$ cat config.mk
export PLATFORM = sky130hd
export DESIGN_NAME = ice_spi_top
export DESIGN_NICKNAME = d
export VERILOG_FILES = /design/src/ice_msg_pkg.sv /design/src/msg_receiver.sv /design/src/msg_executor.sv /design/src/resp_transmitter.sv /design/src/ice_spi_top.sv
export VERILOG_INCLUDE_DIRS = /design/src
export SDC_FILE = /design/constraint.sdc
export NUM_CORES = 1
export LEC_CHECK = 0
export ABC_AREA = 0
export CORE_ASPECT_RATIO = 0.6
export CORE_MARGIN = 3
export CORE_UTILIZATION = 45
export CTS_BUF_LIST = sky130_fd_sc_hd__clkbuf_8
export CTS_CLUSTER_DIAMETER = 50
export DETAILED_ROUTE_END_ITERATION = 12
export DONT_BUFFER_PORTS = 1
export GPL_ROUTABILITY_DRIVEN = 0
export MAX_ROUTING_LAYER = met4
export PLACE_DENSITY = 0.57
export SYNTH_ARGS = -nofsm -noshare
export SYNTH_HDL_FRONTEND = slang
export SYNTH_SLANG_ARGS = --single-unit
$ cat constraint.sdc
create_clock -name ice_st_spi_clk -period 3.5 [get_ports ice_st_spi_clk]
set_input_delay 0.525 -clock ice_st_spi_clk [delete_from_list [all_inputs] [get_ports ice_st_spi_clk]]
set_output_delay 0.525 -clock ice_st_spi_clk [all_outputs]
set_load 0.02 [all_outputs]
$ cat src/ice_spi_params.svh
`ifndef ICE_SPI_PARAMS_SVH
`define ICE_SPI_PARAMS_SVH

// ==============================
// Command message
// ==============================
`define MSG_LEN             64
`define MSG_TYPE_LEN        8
`define MSG_ARG_LEN         56
`define MSG_TYPE_BITS       63:56
`define MSG_ARG_BITS        55:0

// Host sends one dummy byte ahead of every message
`define DUMMY_NIBBLES       2
`define MSG_NIBBLES         ((`MSG_LEN/4)+`DUMMY_NIBBLES)

// Type bit that asks for a response
`define MSG_TYPE_RESP_BIT   6

`define MSG_TYPE_NOP        8'h80
`define MSG_TYPE_LEDSET     8'h81
`define MSG_TYPE_SDINIT     8'h82
`define MSG_TYPE_ECHO       8'hC0

// ==============================
// Response
// ==============================
`define RESP_LEN            64
`define RESP_BYTES          8
`define RESP_ECHO_MSG_BITS  63:8
`define RESP_TAIL_BITS      7:0

`endif

$ cat src/ice_msg_pkg.sv
`default_nettype none

`include "ice_spi_params.svh"

package ice_msg_pkg;

    // Message type after the top bit is forced high
    typedef logic [`MSG_TYPE_LEN-1:0] msg_type_t;

    // LEDSet argument
    typedef struct packed {
        logic [`MSG_ARG_LEN-5:0] pad;
        logic [3:0]              val;
    } led_set_arg_t;

    // SDInit argument, reset in the lowest bit
    typedef struct packed {
        logic [`MSG_ARG_LEN-9:0] pad;
        logic [3:0]              clk_delay;
        logic [1:0]              clk_speed;
        logic                    trigger;
        logic                    reset;
    } sd_init_arg_t;

    // ==============================
    // Argument field, one view per command
    // ==============================
    typedef union packed {
        logic [`MSG_ARG_LEN-1:0] echo_msg;
        led_set_arg_t            led_set;
        sd_init_arg_t            sd_init;
    } msg_arg_u;

endpackage

`default_nettype wire

$ cat src/msg_receiver.sv
`timescale 1ns/1ps
`default_nettype none

`include "ice_spi_params.svh"

// Quad-SPI command shift-in.
// One message per chip-select, dummy lead-in included in the count.
module msg_receiver (
    input  wire logic             ice_st_spi_clk,
    input  wire logic             spi_cs,
    input  wire logic [3:0]       d_nibble,
    output logic                  msg_valid,
    output logic [7:0]            msg_type_raw,
    output ice_msg_pkg::msg_arg_u msg_arg
);

    // Wide enough to hold the full nibble count
    localparam int unsigned CNT_W = $clog2(`MSG_NIBBLES + 1);

    logic [CNT_W-1:0]    nib_cnt;
    logic                done;
    logic [`MSG_LEN-1:0] shreg;

    // ==============================
    // Nibble counter and done flag
    // ==============================
    always_ff @(posedge ice_st_spi_clk or negedge spi_cs) begin
        if (!spi_cs) begin
            nib_cnt   <= CNT_W'(`MSG_NIBBLES);
            done      <= 1'b0;
            msg_valid <= 1'b0;
        end else begin
            msg_valid <= 1'b0;
            if (!done) begin
                nib_cnt <= nib_cnt - 1'b1;
                // Last nibble arriving on this edge
                if (nib_cnt == CNT_W'(1)) begin
                    done      <= 1'b1;
                    msg_valid <= 1'b1;
                end
            end
        end
    end

    // ==============================
    // Message shift register
    // ==============================
    // MSB nibble first. The dummy nibbles fall off the top
    // once all sixteen message nibbles are in.
    always_ff @(posedge ice_st_spi_clk) begin
        if (!done) begin
            shreg <= {shreg[`MSG_LEN-5:0], d_nibble};
        end
    end

    // Held stable once done until the next select
    assign msg_type_raw = shreg[`MSG_TYPE_BITS];
    assign msg_arg      = shreg[`MSG_ARG_BITS];

endmodule

`default_nettype wire

$ cat src/msg_executor.sv
`timescale 1ns/1ps
`default_nettype none

`include "ice_spi_params.svh"

// Command decode and execution.
// LED and SD-init state live here and survive deselect.
module msg_executor (
    input  wire logic                  ice_st_spi_clk,
    input  wire logic                  spi_cs,
    input  wire logic                  msg_valid,
    input  wire logic [7:0]            msg_type_raw,
    input  wire ice_msg_pkg::msg_arg_u msg_arg,
    output logic [3:0]                 led,
    output logic [3:0]                 sd_clk_delay,
    output logic [1:0]                 sd_clk_speed,
    output logic                       sd_init_trigger,
    output logic                       sd_init_reset,
    output logic                       resp_load,
    output logic [63:0]                resp_word
);

    import ice_msg_pkg::*;

    msg_type_t msg_type;
    logic      resp_hit;

    // Zero at power-up and kept across deselect
    logic [3:0] led_q          = 4'h0;
    logic [3:0] clk_delay_q    = 4'h0;
    logic [1:0] clk_speed_q    = 2'h0;
    logic       init_trigger_q = 1'b0;
    logic       init_reset_q   = 1'b0;

    // ==============================
    // Type fix-up and decode
    // ==============================
    // The host's QSPI engine cannot send type bit 7 as one,
    // so it is always forced high here
    assign msg_type = {1'b1, msg_type_raw[`MSG_TYPE_LEN-2:0]};

    // Echo is the only command with a response
    assign resp_hit = (msg_type == `MSG_TYPE_ECHO);

    // ==============================
    // Configuration registers
    // ==============================
    always_ff @(posedge ice_st_spi_clk) begin
        if (msg_valid) begin
            case (msg_type)
                `MSG_TYPE_LEDSET: begin
                    led_q <= msg_arg.led_set.val;
                end
                `MSG_TYPE_SDINIT: begin
                    clk_delay_q <= msg_arg.sd_init.clk_delay;
                    clk_speed_q <= msg_arg.sd_init.clk_speed;
                    // Toggles, so the SD side sees an edge per request
                    if (msg_arg.sd_init.trigger) begin
                        init_trigger_q <= !init_trigger_q;
                    end
                    if (msg_arg.sd_init.reset) begin
                        init_reset_q <= !init_reset_q;
                    end
                end
                `MSG_TYPE_NOP: begin
                end
                default: begin
                    // Unknown types are ignored
                end
            endcase
        end
    end

    // ==============================
    // Response build
    // ==============================
    always_ff @(posedge ice_st_spi_clk) begin
        if (msg_valid && resp_hit) begin
            resp_word[`RESP_ECHO_MSG_BITS] <= msg_arg.echo_msg;
            resp_word[`RESP_TAIL_BITS]     <= '0;
        end
    end

    // One-cycle load pulse to the transmitter
    always_ff @(posedge ice_st_spi_clk or negedge spi_cs) begin
        if (!spi_cs) begin
            resp_load <= 1'b0;
        end else begin
            resp_load <= msg_valid && resp_hit && msg_type[`MSG_TYPE_RESP_BIT];
        end
    end

    assign led             = led_q;
    assign sd_clk_delay    = clk_delay_q;
    assign sd_clk_speed    = clk_speed_q;
    assign sd_init_trigger = init_trigger_q;
    assign sd_init_reset   = init_reset_q;

endmodule

`default_nettype wire

$ cat src/resp_transmitter.sv
`timescale 1ns/1ps
`default_nettype none

`include "ice_spi_params.svh"

// Response shift-out, one byte per clock on all eight lines
module resp_transmitter (
    input  wire logic        ice_st_spi_clk,
    input  wire logic        spi_cs,
    input  wire logic        resp_load,
    input  wire logic [63:0] resp_word,
    output logic [7:0]       d_out,
    output logic             d_out_en
);

    localparam int unsigned BYTE_W = `RESP_LEN / `RESP_BYTES;

    logic [`RESP_LEN-1:0] shreg;

    // ==============================
    // Output enable
    // ==============================
    // Stays on until deselect once a response starts
    always_ff @(posedge ice_st_spi_clk or negedge spi_cs) begin
        if (!spi_cs) begin
            d_out_en <= 1'b0;
        end else if (resp_load) begin
            d_out_en <= 1'b1;
        end
    end

    // ==============================
    // Byte shifter
    // ==============================
    // Zeros fill from the bottom, so the lines go quiet
    // after the last byte
    always_ff @(posedge ice_st_spi_clk) begin
        if (resp_load) begin
            shreg <= resp_word;
        end else begin
            shreg <= shreg << BYTE_W;
        end
    end

    // Most significant byte goes out first
    assign d_out = shreg[`RESP_LEN-1 -: BYTE_W];

endmodule

`default_nettype wire

$ cat src/ice_spi_top.sv
`timescale 1ns/1ps
`default_nettype none

`include "ice_spi_params.svh"

// STM32 to FPGA quad-SPI command link
module ice_spi_top (
    input  wire logic       ice_st_spi_clk,
    input  wire logic       spi_cs,
    input  wire logic [7:0] d_in,
    output logic [7:0]      d_out,
    output logic            d_out_en,
    output logic [3:0]      led,
    output logic [3:0]      sd_clk_delay,
    output logic [1:0]      sd_clk_speed,
    output logic            sd_init_trigger,
    output logic            sd_init_reset
);

    import ice_msg_pkg::*;

    // Receiver to executor
    logic                     msg_valid;
    logic [`MSG_TYPE_LEN-1:0] msg_type_raw;
    msg_arg_u                 msg_arg;

    // Executor to transmitter
    logic                     resp_load;
    logic [`RESP_LEN-1:0]     resp_word;

    // ==============================
    // Stage 1, message shift-in
    // ==============================
    // Quad mode for commands, d_in[7:4] carry a copy and are ignored
    msg_receiver receiver_i (
        .ice_st_spi_clk (ice_st_spi_clk),
        .spi_cs         (spi_cs),
        .d_nibble       (d_in[3:0]),
        .msg_valid      (msg_valid),
        .msg_type_raw   (msg_type_raw),
        .msg_arg        (msg_arg)
    );

    // ==============================
    // Stage 2, execute
    // ==============================
    msg_executor executor_i (
        .ice_st_spi_clk  (ice_st_spi_clk),
        .spi_cs          (spi_cs),
        .msg_valid       (msg_valid),
        .msg_type_raw    (msg_type_raw),
        .msg_arg         (msg_arg),
        .led             (led),
        .sd_clk_delay    (sd_clk_delay),
        .sd_clk_speed    (sd_clk_speed),
        .sd_init_trigger (sd_init_trigger),
        .sd_init_reset   (sd_init_reset),
        .resp_load       (resp_load),
        .resp_word       (resp_word)
    );

    // ==============================
    // Stage 3, response shift-out
    // ==============================
    resp_transmitter transmitter_i (
        .ice_st_spi_clk (ice_st_spi_clk),
        .spi_cs         (spi_cs),
        .resp_load      (resp_load),
        .resp_word      (resp_word),
        .d_out          (d_out),
        .d_out_en       (d_out_en)
    );

endmodule

`default_nettype wire

==> Word-level counts from Yosys, hierarchy flattened <==
Cells that the tools add are included.
{ "op_classes": {"addsub": 1, "n_eq_ne": 4, "mux": 4, "reduce_logical": 8} }
{ "ops": {"columns": ["operator", "count"], "rows": [
  ["64-bit two-way mux", 1],
  ["7-bit by 1-bit == test with 1-bit output (second input constant)", 1],
  ["7-bit by 2-bit == test with 1-bit output (second input constant)", 1],
  ["7-bit == test (second input constant)", 1],
  ["3-bit AND reduction", 2],
  ["5-bit by 1-bit == test with 1-bit output (second input constant)", 1],
  ["5-bit by 1-bit subtractor with 5-bit output (second input constant)", 1],
  ["2-bit AND reduction", 2],
  ["1-bit two-way mux", 3],
  ["1-bit logical AND", 2],
  ["1-bit zero test", 2]
]} }
{ "word_totals": {"register_bits": 196, "input_bits": 10, "out_inout_bits": 21, "wordCells": 31} }

==> Depth between registers and ports, before layout <==
Gate-level depths: netlist of the first run.
{ "logic_depth": {"depth_word": 3, "mapped_depth": 4, "mapped_depth_nobuf": 4} }

==> Cells and area by module <==
A second synthesis of the first run with hierarchy kept.
{ "unflattened": {"cells_unflattened": 325, "area_unflattened_um2": 6830.3} }
{ "modules_own_cells": {"columns": ["mod", "instances", "cells_per_inst", "area_each_um2", "seq_area_each_um2"], "rows": [
  ["resp_transmitter", 1, 145, 2357.3, 1306.3],
  ["msg_receiver", 1, 87, 2237.1, 2099.5],
  ["msg_executor", 1, 93, 2235.9, 2067.0]
]} }

==> Least setup slack after synthesis of the first run <==
OpenSTA, ideal clock, no wires.
{ "synth_path": {"path_type": "reg-to-reg", "start": "reg receiver_i.shreg[58]", "end": "reg executor_i.resp_word[10], enable pin", "setup_ns": 0.418, "arrival_time_ns": 2.146, "t_required_ns": 3.082, "path_slack_ns": 0.936, "stages_incl_launch_ff": 3, "n_path_buf": 0, "period_less_slack_ns": 2.564, "cell_sequence": "edfxtp_1 -> nor4_1 -> and4_1"} }
{ "synth_between": {"elab_chain_cells": 2} }
{ "synth_lines": {"columns": ["element", "line", "text"], "rows": [
  ["start: declaration", "msg_receiver.sv:22", "logic [`MSG_LEN-1:0] shreg;"],
  ["start signal: assignment", "msg_receiver.sv:52", "shreg <= {shreg[`MSG_LEN-5:0], d_nibble};"],
  ["7-bit == test (no source line)", null, null],
  ["1-bit logical AND", "msg_executor.sv:78", "if (msg_valid && resp_hit) begin"],
  ["end signal: indexed assignment", "msg_executor.sv:79", "resp_word[`RESP_ECHO_MSG_BITS] <= msg_arg.echo_msg;"],
  ["end: declaration", "msg_executor.sv:20", "output logic [63:0] resp_word"]
]} }
Every way passes these cells.
A chain may end at the register's enable or synchronous reset.

==> Worst setup path after layout of the first run <==
{ "layout_path": {"start": "reg receiver_i.shreg[58]", "end": "reg executor_i.resp_word[54], enable pin"} }
The elaborated chain is that of the path after synthesis.

==> impl_metrics.toml, run 1 <==
[cells_and_area]
drive_above_1_share = 0.202
final_nets = 321
area_growth_pct = 8.65
diodes = 0
design_area_mm2 = 0.00676

[floorplan]
dieHeight_um = 97.0
start_util = 0.472
io_pins = 31
core_region_area_mm2 = 0.0132
rows = 32
die_w_um = 158
dieArea_mm2 = 0.0153

[placed_design]
io_buffers = 0
hpwl_mm = 4.47
dpl_cell_area_mm2 = 0.00637

[yosys]
yosysTopAreaCell = "edfxtp_1"
synth_seq_cells = 196
postSynthNetCount = 310
ys_types = 24
ys_seq_area_frac = 0.850
syn_area_per_cell_um2 = 20.9
synth_top_area_share = 0.633
synthCells = 298
synthesis.area_mm2 = 0.00622
synthTopCellsByArea = "edfxtp_1 63%, dfxtp_1 18%, mux2_1 5.4%"
yosysWarnings = 0

[clock_network]
root_buffer = "clkbuf_8"
clock_latency_ns = 0.44
cts.sinks = 196
ctsResizeCount = 0
cts_tree = "built"
clk_pin_slew_ns = 0.09
cts_buffer_depth = 2
htreeDepth = 4
numCtsBuffers = 17
cts_setup_buffers = 0

[timing]
rsz0062_at_grt = "false"
slew_headroom = 0.449
fin_skew_ns = 0.00774
tns_ns = 0
setup_viol = 0
worstMarginPinSlew_ns = 0.827
maxSlewViolCount = 0
fmax_ghz = 0.492
fin_crit_ns = 2.03
hold_violations = 0
period_share = 0.580

[global_route]
antenna_found_initial = 1
grt_pass1_vias = 2470
grt_first_pass_wirelength_mm = 13.0
overflow = 0
grt_max_degree = 43
grt_use_total = 0.118

[min_path]
min_to = "receiver_i.shreg[3]"
hold_path_depth = 0
hold_path_class = "in2reg"
hold_start = "d_in[3]"

[worst_setup_path]
critical_path_required_ns = 3.63
slowest_delay_ns = 0.58
cp-start-kind = "flip-flop"
r2r_slack_ns = 1.47
path_cells = "nor4_1, and4_2, buf_12"
regToRegEndpoint = "executor_i.resp_word[54]"
cp.arrival_ns = 2.16
r2r_start = "receiver_i.shreg[58]"
critPathMaxFanout = 42
path_class = "reg2reg"
slowest_stage = "and4_2"
r2r_cells = 3
endpoint_kind = "flip-flop"

[routing]
drtAntennaViolNets = 0
routed.top_layer = "met4"
dr.pass1.iters = 4
wl_met1_mm = 4.48
first_iter_violations = 114
num_vias = 2342
wl_met3_um = 420
drt-wirelength-per-cell_um = 16.4
drc = 0
met2_length_mm = 3.04
post_drt_via_cell_ratio = 4.76
drt-total-wl_mm = 8.08

[power]
clkPwrFrac = 0.355
p_leak_uw = 0.00240
switching_share = 0.197
internal-power_uw = 3040
ir_drop_mv = 0.249
power_density_mw_per_mm2 = 560
seqPwrFrac = 0.644
combPwrFrac = 0.001
p_sw_uw = 745

[run_status]
status = "finished clean"

[job]
cap_violations = 0
## repair_timing
action,4_1_cts,5_1_grt
setup endpoints to repair,0,0
endpoints found under the hold margin,9,0
hold buffers,1,0
## critical path: cells and delay by family (launching register included)
family        cells  cell delay, ns
simple gates      2            0.97
flops             1            0.42
buf+inv           1            0.32
## layout make-up
class | instances | area, um^2
inverter | 7 | 26.3
multi-input combinational | 81 | 802
fill | 1046 | 6420
tap | 170 | 213
clock buffer | 19 | 262
timing repair buffer | 6 | 60.1
sequential | 196 | 5280
clock inverter | 13 | 109
## synthesized netlist by cell type
library cell	number
xor2_1	2
and2_1	9
mux2i_1	1
or4b_4	2
dfstp_2	2
nor3_2	2
nor4b_1	2
buf_2	2
dfxtp_1	56
or2_2	2
inv_1	7
dfrtp_1	7
xnor2_1	2
mux2_2	18
buf_4	8
and4_1	3
nor2_1	3
edfxtp_1	131
ha_1	2
nand2b_1	1
clkbuf_1	1
buf_6	3
nor4_1	2
mux2_1	30
## per-stage QoR
stage / total power [uW] / hold WS (ns) / worst slack, ns / std cells / util
6_report: 3780 / 0.176 / 1.47 / 492 / 0.513
5_1_grt: 3910 / 0.136 / 1.34 / 492 / 0.513
4_1_cts: 3830 / 0.144 / 1.44 / 492 / 0.513
3_5_place_dp: 2490 / 0.230 / 1.45 / 459 / 0.484
3_3_place_gp: 2490 / 0.230 / 1.47 / 459 / 0.484
2_1_floorplan: 2490 / 0.229 / 0.936 / 298 / -
## cells by family after synthesis
logic type    synth area share
simple gates            0.0306
mux                     0.0885
fa+ha+maj              0.00402
buf+inv                 0.0215
flops                    0.850
xor+xnor               0.00564
## power groups by stage
stage	Combinational [uW]	Sequential, uW	Clock [uW]
global placement	0.0524	2490	0
floorplan	0.0489	2490	0
finish	2.81	2440	1340
CTS	3.05	2440	1390
global route	3.32	2440	1470
detailed placement	0.0562	2490	0
## layout by cell type (no fill, tap or decap), types with 2 or more instances in the layout
cell type,count
and2_1,9
and4_1,2
buf_4,4
clkbuf_8,19
clkinv_2,5
clkinv_4,4
dfrtp_1,6
dfstp_2,2
dfxtp_1,56
edfxtp_1,131
ha_1,2
inv_1,7
mux2_1,30
mux2_2,18
nor2_1,3
nor3_2,2
nor4_1,2
nor4b_1,2
or2_2,2
or4b_4,2
xnor2_1,2
xor2_1,2
## state kept, by name, summed over array words and instances (netlist names), 2 cells and up
signal                   flops
executor_i.led               4
transmitter_i.shreg         56
executor_i.sd_clk_speed      2
executor_i.sd_clk_delay      4
receiver_i.nib_cnt           5
receiver_i.shreg            63
executor_i.resp_word        56
## worst max-delay path by stage
| stage | start | to | slack [ns] | cells past startpoint |
|---|---|---|---|---|
| after global placement | receiver_i.shreg[58] | executor_i.resp_word[58] | 1.47 | 3 |
| after floorplan | receiver_i.shreg[58] | executor_i.resp_word[10] | 0.94 | 2 |
| after detailed placement | receiver_i.shreg[58] | executor_i.resp_word[58] | 1.45 | 3 |
| final | receiver_i.shreg[58] | executor_i.resp_word[54] | 1.47 | 3 |
| after CTS | receiver_i.shreg[58] | executor_i.resp_word[39] | 1.44 | 3 |
| after global routing | receiver_i.shreg[58] | executor_i.resp_word[35] | 1.34 | 3 |
## per-layer routing
metal / vias to the layer above / GRT usage
li1: 1116 / -
met1: 1167 / 0.181
met2: 45 / 0.134
met3: 14 / 0.0411
met4: 0 / 0.0580
met5: - / -
(Power assumes the default switching activity.)
==> inputs of run 2 (changes only) <==
--- a/config.mk
+++ b/config.mk
@@ -16,7 +16,7 @@
 export DONT_BUFFER_PORTS = 1
 export GPL_ROUTABILITY_DRIVEN = 0
 export MAX_ROUTING_LAYER = met4
-export PLACE_DENSITY = 0.57
+export PLACE_DENSITY = 0.59
 export SYNTH_ARGS = -nofsm -noshare
 export SYNTH_HDL_FRONTEND = slang
 export SYNTH_SLANG_ARGS = --single-unit
==> constraint.sdc (replaced) <==
create_clock -name ice_st_spi_clk -period 1.8 [get_ports ice_st_spi_clk]
set_input_delay 0.27 -clock ice_st_spi_clk [delete_from_list [all_inputs] [get_ports ice_st_spi_clk]]
set_output_delay 0.27 -clock ice_st_spi_clk [all_outputs]
set_load 0.02 [all_outputs]
==> run 2 against run 1 <==
Routed wire length rose by 1.6%. Via count rose by 1.1%. Critical endpoint is now executor_i.resp_word[57]. Total power rose by 94%. Largest cell class unchanged. Highest routed layer unchanged. Sequential share of layout area fell by 1.7 points. Clock skew rose by 0.0075 ns. Clock power rose by 93%. Hold slack improved by 0.034 ns. Sequential power rose by 94%.
==> impl_metrics.toml, run 2 (same netlist as run 1, synthesis figures left out) <==
[clock_network]
cts_tree = "built"
cts_setup_buffers = 0
clock_latency_ns = 0.43
clk_pin_slew_ns = 0.10
root_buffer = "clkbuf_8"
htreeDepth = 4
numCtsBuffers = 17
cts_buffer_depth = 2
cts.sinks = 196

[routing]
drtAntennaViolNets = 0
drc = 0
post_drt_via_cell_ratio = 4.73
first_iter_violations = 133
drt-total-wl_mm = 8.21
drt-wirelength-per-cell_um = 16.4
num_vias = 2368
dr.pass1.iters = 4

[worst_setup_path]
cp.arrival_ns = 1.73
r2r_start = "receiver_i.shreg[59]"
endpoint_kind = "flip-flop"
cp-start-kind = "flip-flop"
path_class = "reg2reg"
r2r_slack_ns = 0.20
critPathMaxFanout = 14
r2r_cells = 3
regToRegEndpoint = "executor_i.resp_word[57]"
critical_path_required_ns = 1.93

[placed_design]
dpl_cell_area_mm2 = 0.00648
io_buffers = 0
hpwl_mm = 4.84
dp.cells = 464

[timing]
rsz0062_at_grt = "false"
slew_headroom = 0.701
maxSlewViolCount = 0
setup_viol = 0
period_share = 0.886
hold_violations = 0
fin_crit_ns = 1.60
fmax_ghz = 0.627
tns_ns = 0
fin_skew_ns = 0.0153
worstMarginPinSlew_ns = 0.447

[cells_and_area]
area_growth_pct = 11.1
largest_reg_flops = 63
mostFrequentLayoutCells = "131 x edfxtp_1, 56 x dfxtp_1, 30 x mux2_1, 19 x clkbuf_8, 18 x mux2_2"
top_regs = "receiver_i.shreg: 63 flops, executor_i.resp_word: 56 flops, transmitter_i.shreg: 56 flops"
final_common_cell = "edfxtp_1"
largest_register = "receiver_i.shreg"
design_area_mm2 = 0.00691
drive_above_1_share = 0.211
instances_no_fill = 501
final_nets = 330
diodes = 0

[min_path]
hold_path_class = "in2async"

[global_route]
grt_first_pass_wirelength_mm = 13.2
antenna_found_initial = 1
grt_use_total = 0.118
overflow = 0
grt_max_degree = 32
grt_pass1_vias = 2533

[run_status]
status = "finished clean"

[power]
ir_drop_mv = 0.495
power_density_mw_per_mm2 = 1060
p_leak_uw = 0.00245

[floorplan]
dieHeight_um = 97.0
dieArea_mm2 = 0.0153
die_w_um = 158
core_region_area_mm2 = 0.0132
rows = 32
io_pins = 31
start_util = 0.472

[job]
cap_violations = 0
[run 2: report_power, final]
group          internal (uW)  leakage, uW  total (uW)  switching, uW
clock network           1170     0.000199        2580           1410
registers               4740      0.00174        4740          0.234
logic                   7.26     0.000506        12.3           5.01
total                   5910      0.00245        7330           1420
[run 2: critical path: stages (launching register included)]
cell and delay (ns):
edfxtp_1 0.41, nor4_2 0.33, and4_4 0.31, buf_4 0.24
[run 2: layer usage]
metal	wire [um]	vias up	track usage
met1	4430	1173	0.179
met2	3290	49	0.146
met3	414	9	0.0398
li1	-	1137	-
met5	0	-	-
met4	77	0	0.0440
[run 2: through the flow]
step	utilization	worst slack [ns]	hold slack (ns)	power [uW]
floorplan	-	0.00806	-0.0256	4840
global placement	0.492	0.142	-0.0253	4840
detailed placement	0.492	0.148	-0.0253	4840
CTS	0.524	0.135	0.199	7430
global route	0.524	0.0584	0.205	7620
finish	0.524	0.205	0.211	7330
[run 2: how the worst max path moves through the flow]
stage                                     from                  endpoint  slack [ns]  cells after the start
final                     receiver_i.shreg[59]  executor_i.resp_word[57]        0.20                      3
after global routing      receiver_i.shreg[59]  executor_i.resp_word[33]        0.06                      3
after CTS                 receiver_i.shreg[58]  executor_i.resp_word[57]        0.13                      3
after detailed placement  receiver_i.shreg[58]  executor_i.resp_word[61]        0.15                      3
after global placement    receiver_i.shreg[58]  executor_i.resp_word[57]        0.14                      3
after floorplan                receiver_i.done       receiver_i.shreg[0]       0.008                      1
[run 2: layout make-up]
class | instances | area [um^2]
Clock inverter | 13 | 109
Clock buffer | 19 | 262
Tap cell | 170 | 213
Timing Repair Buffer | 15 | 200
Sequential cell | 196 | 5280
Fill cell | 1060 | 6270
Inverter | 7 | 30.0
Multi-Input combinational cell | 81 | 810
[run 2: what timing repair did]
item,in CTS,in global routing
hold buffers,5,0
endpoints found under the setup margin,0,14
hold endpoints to repair,13,0
resized for setup,0,1
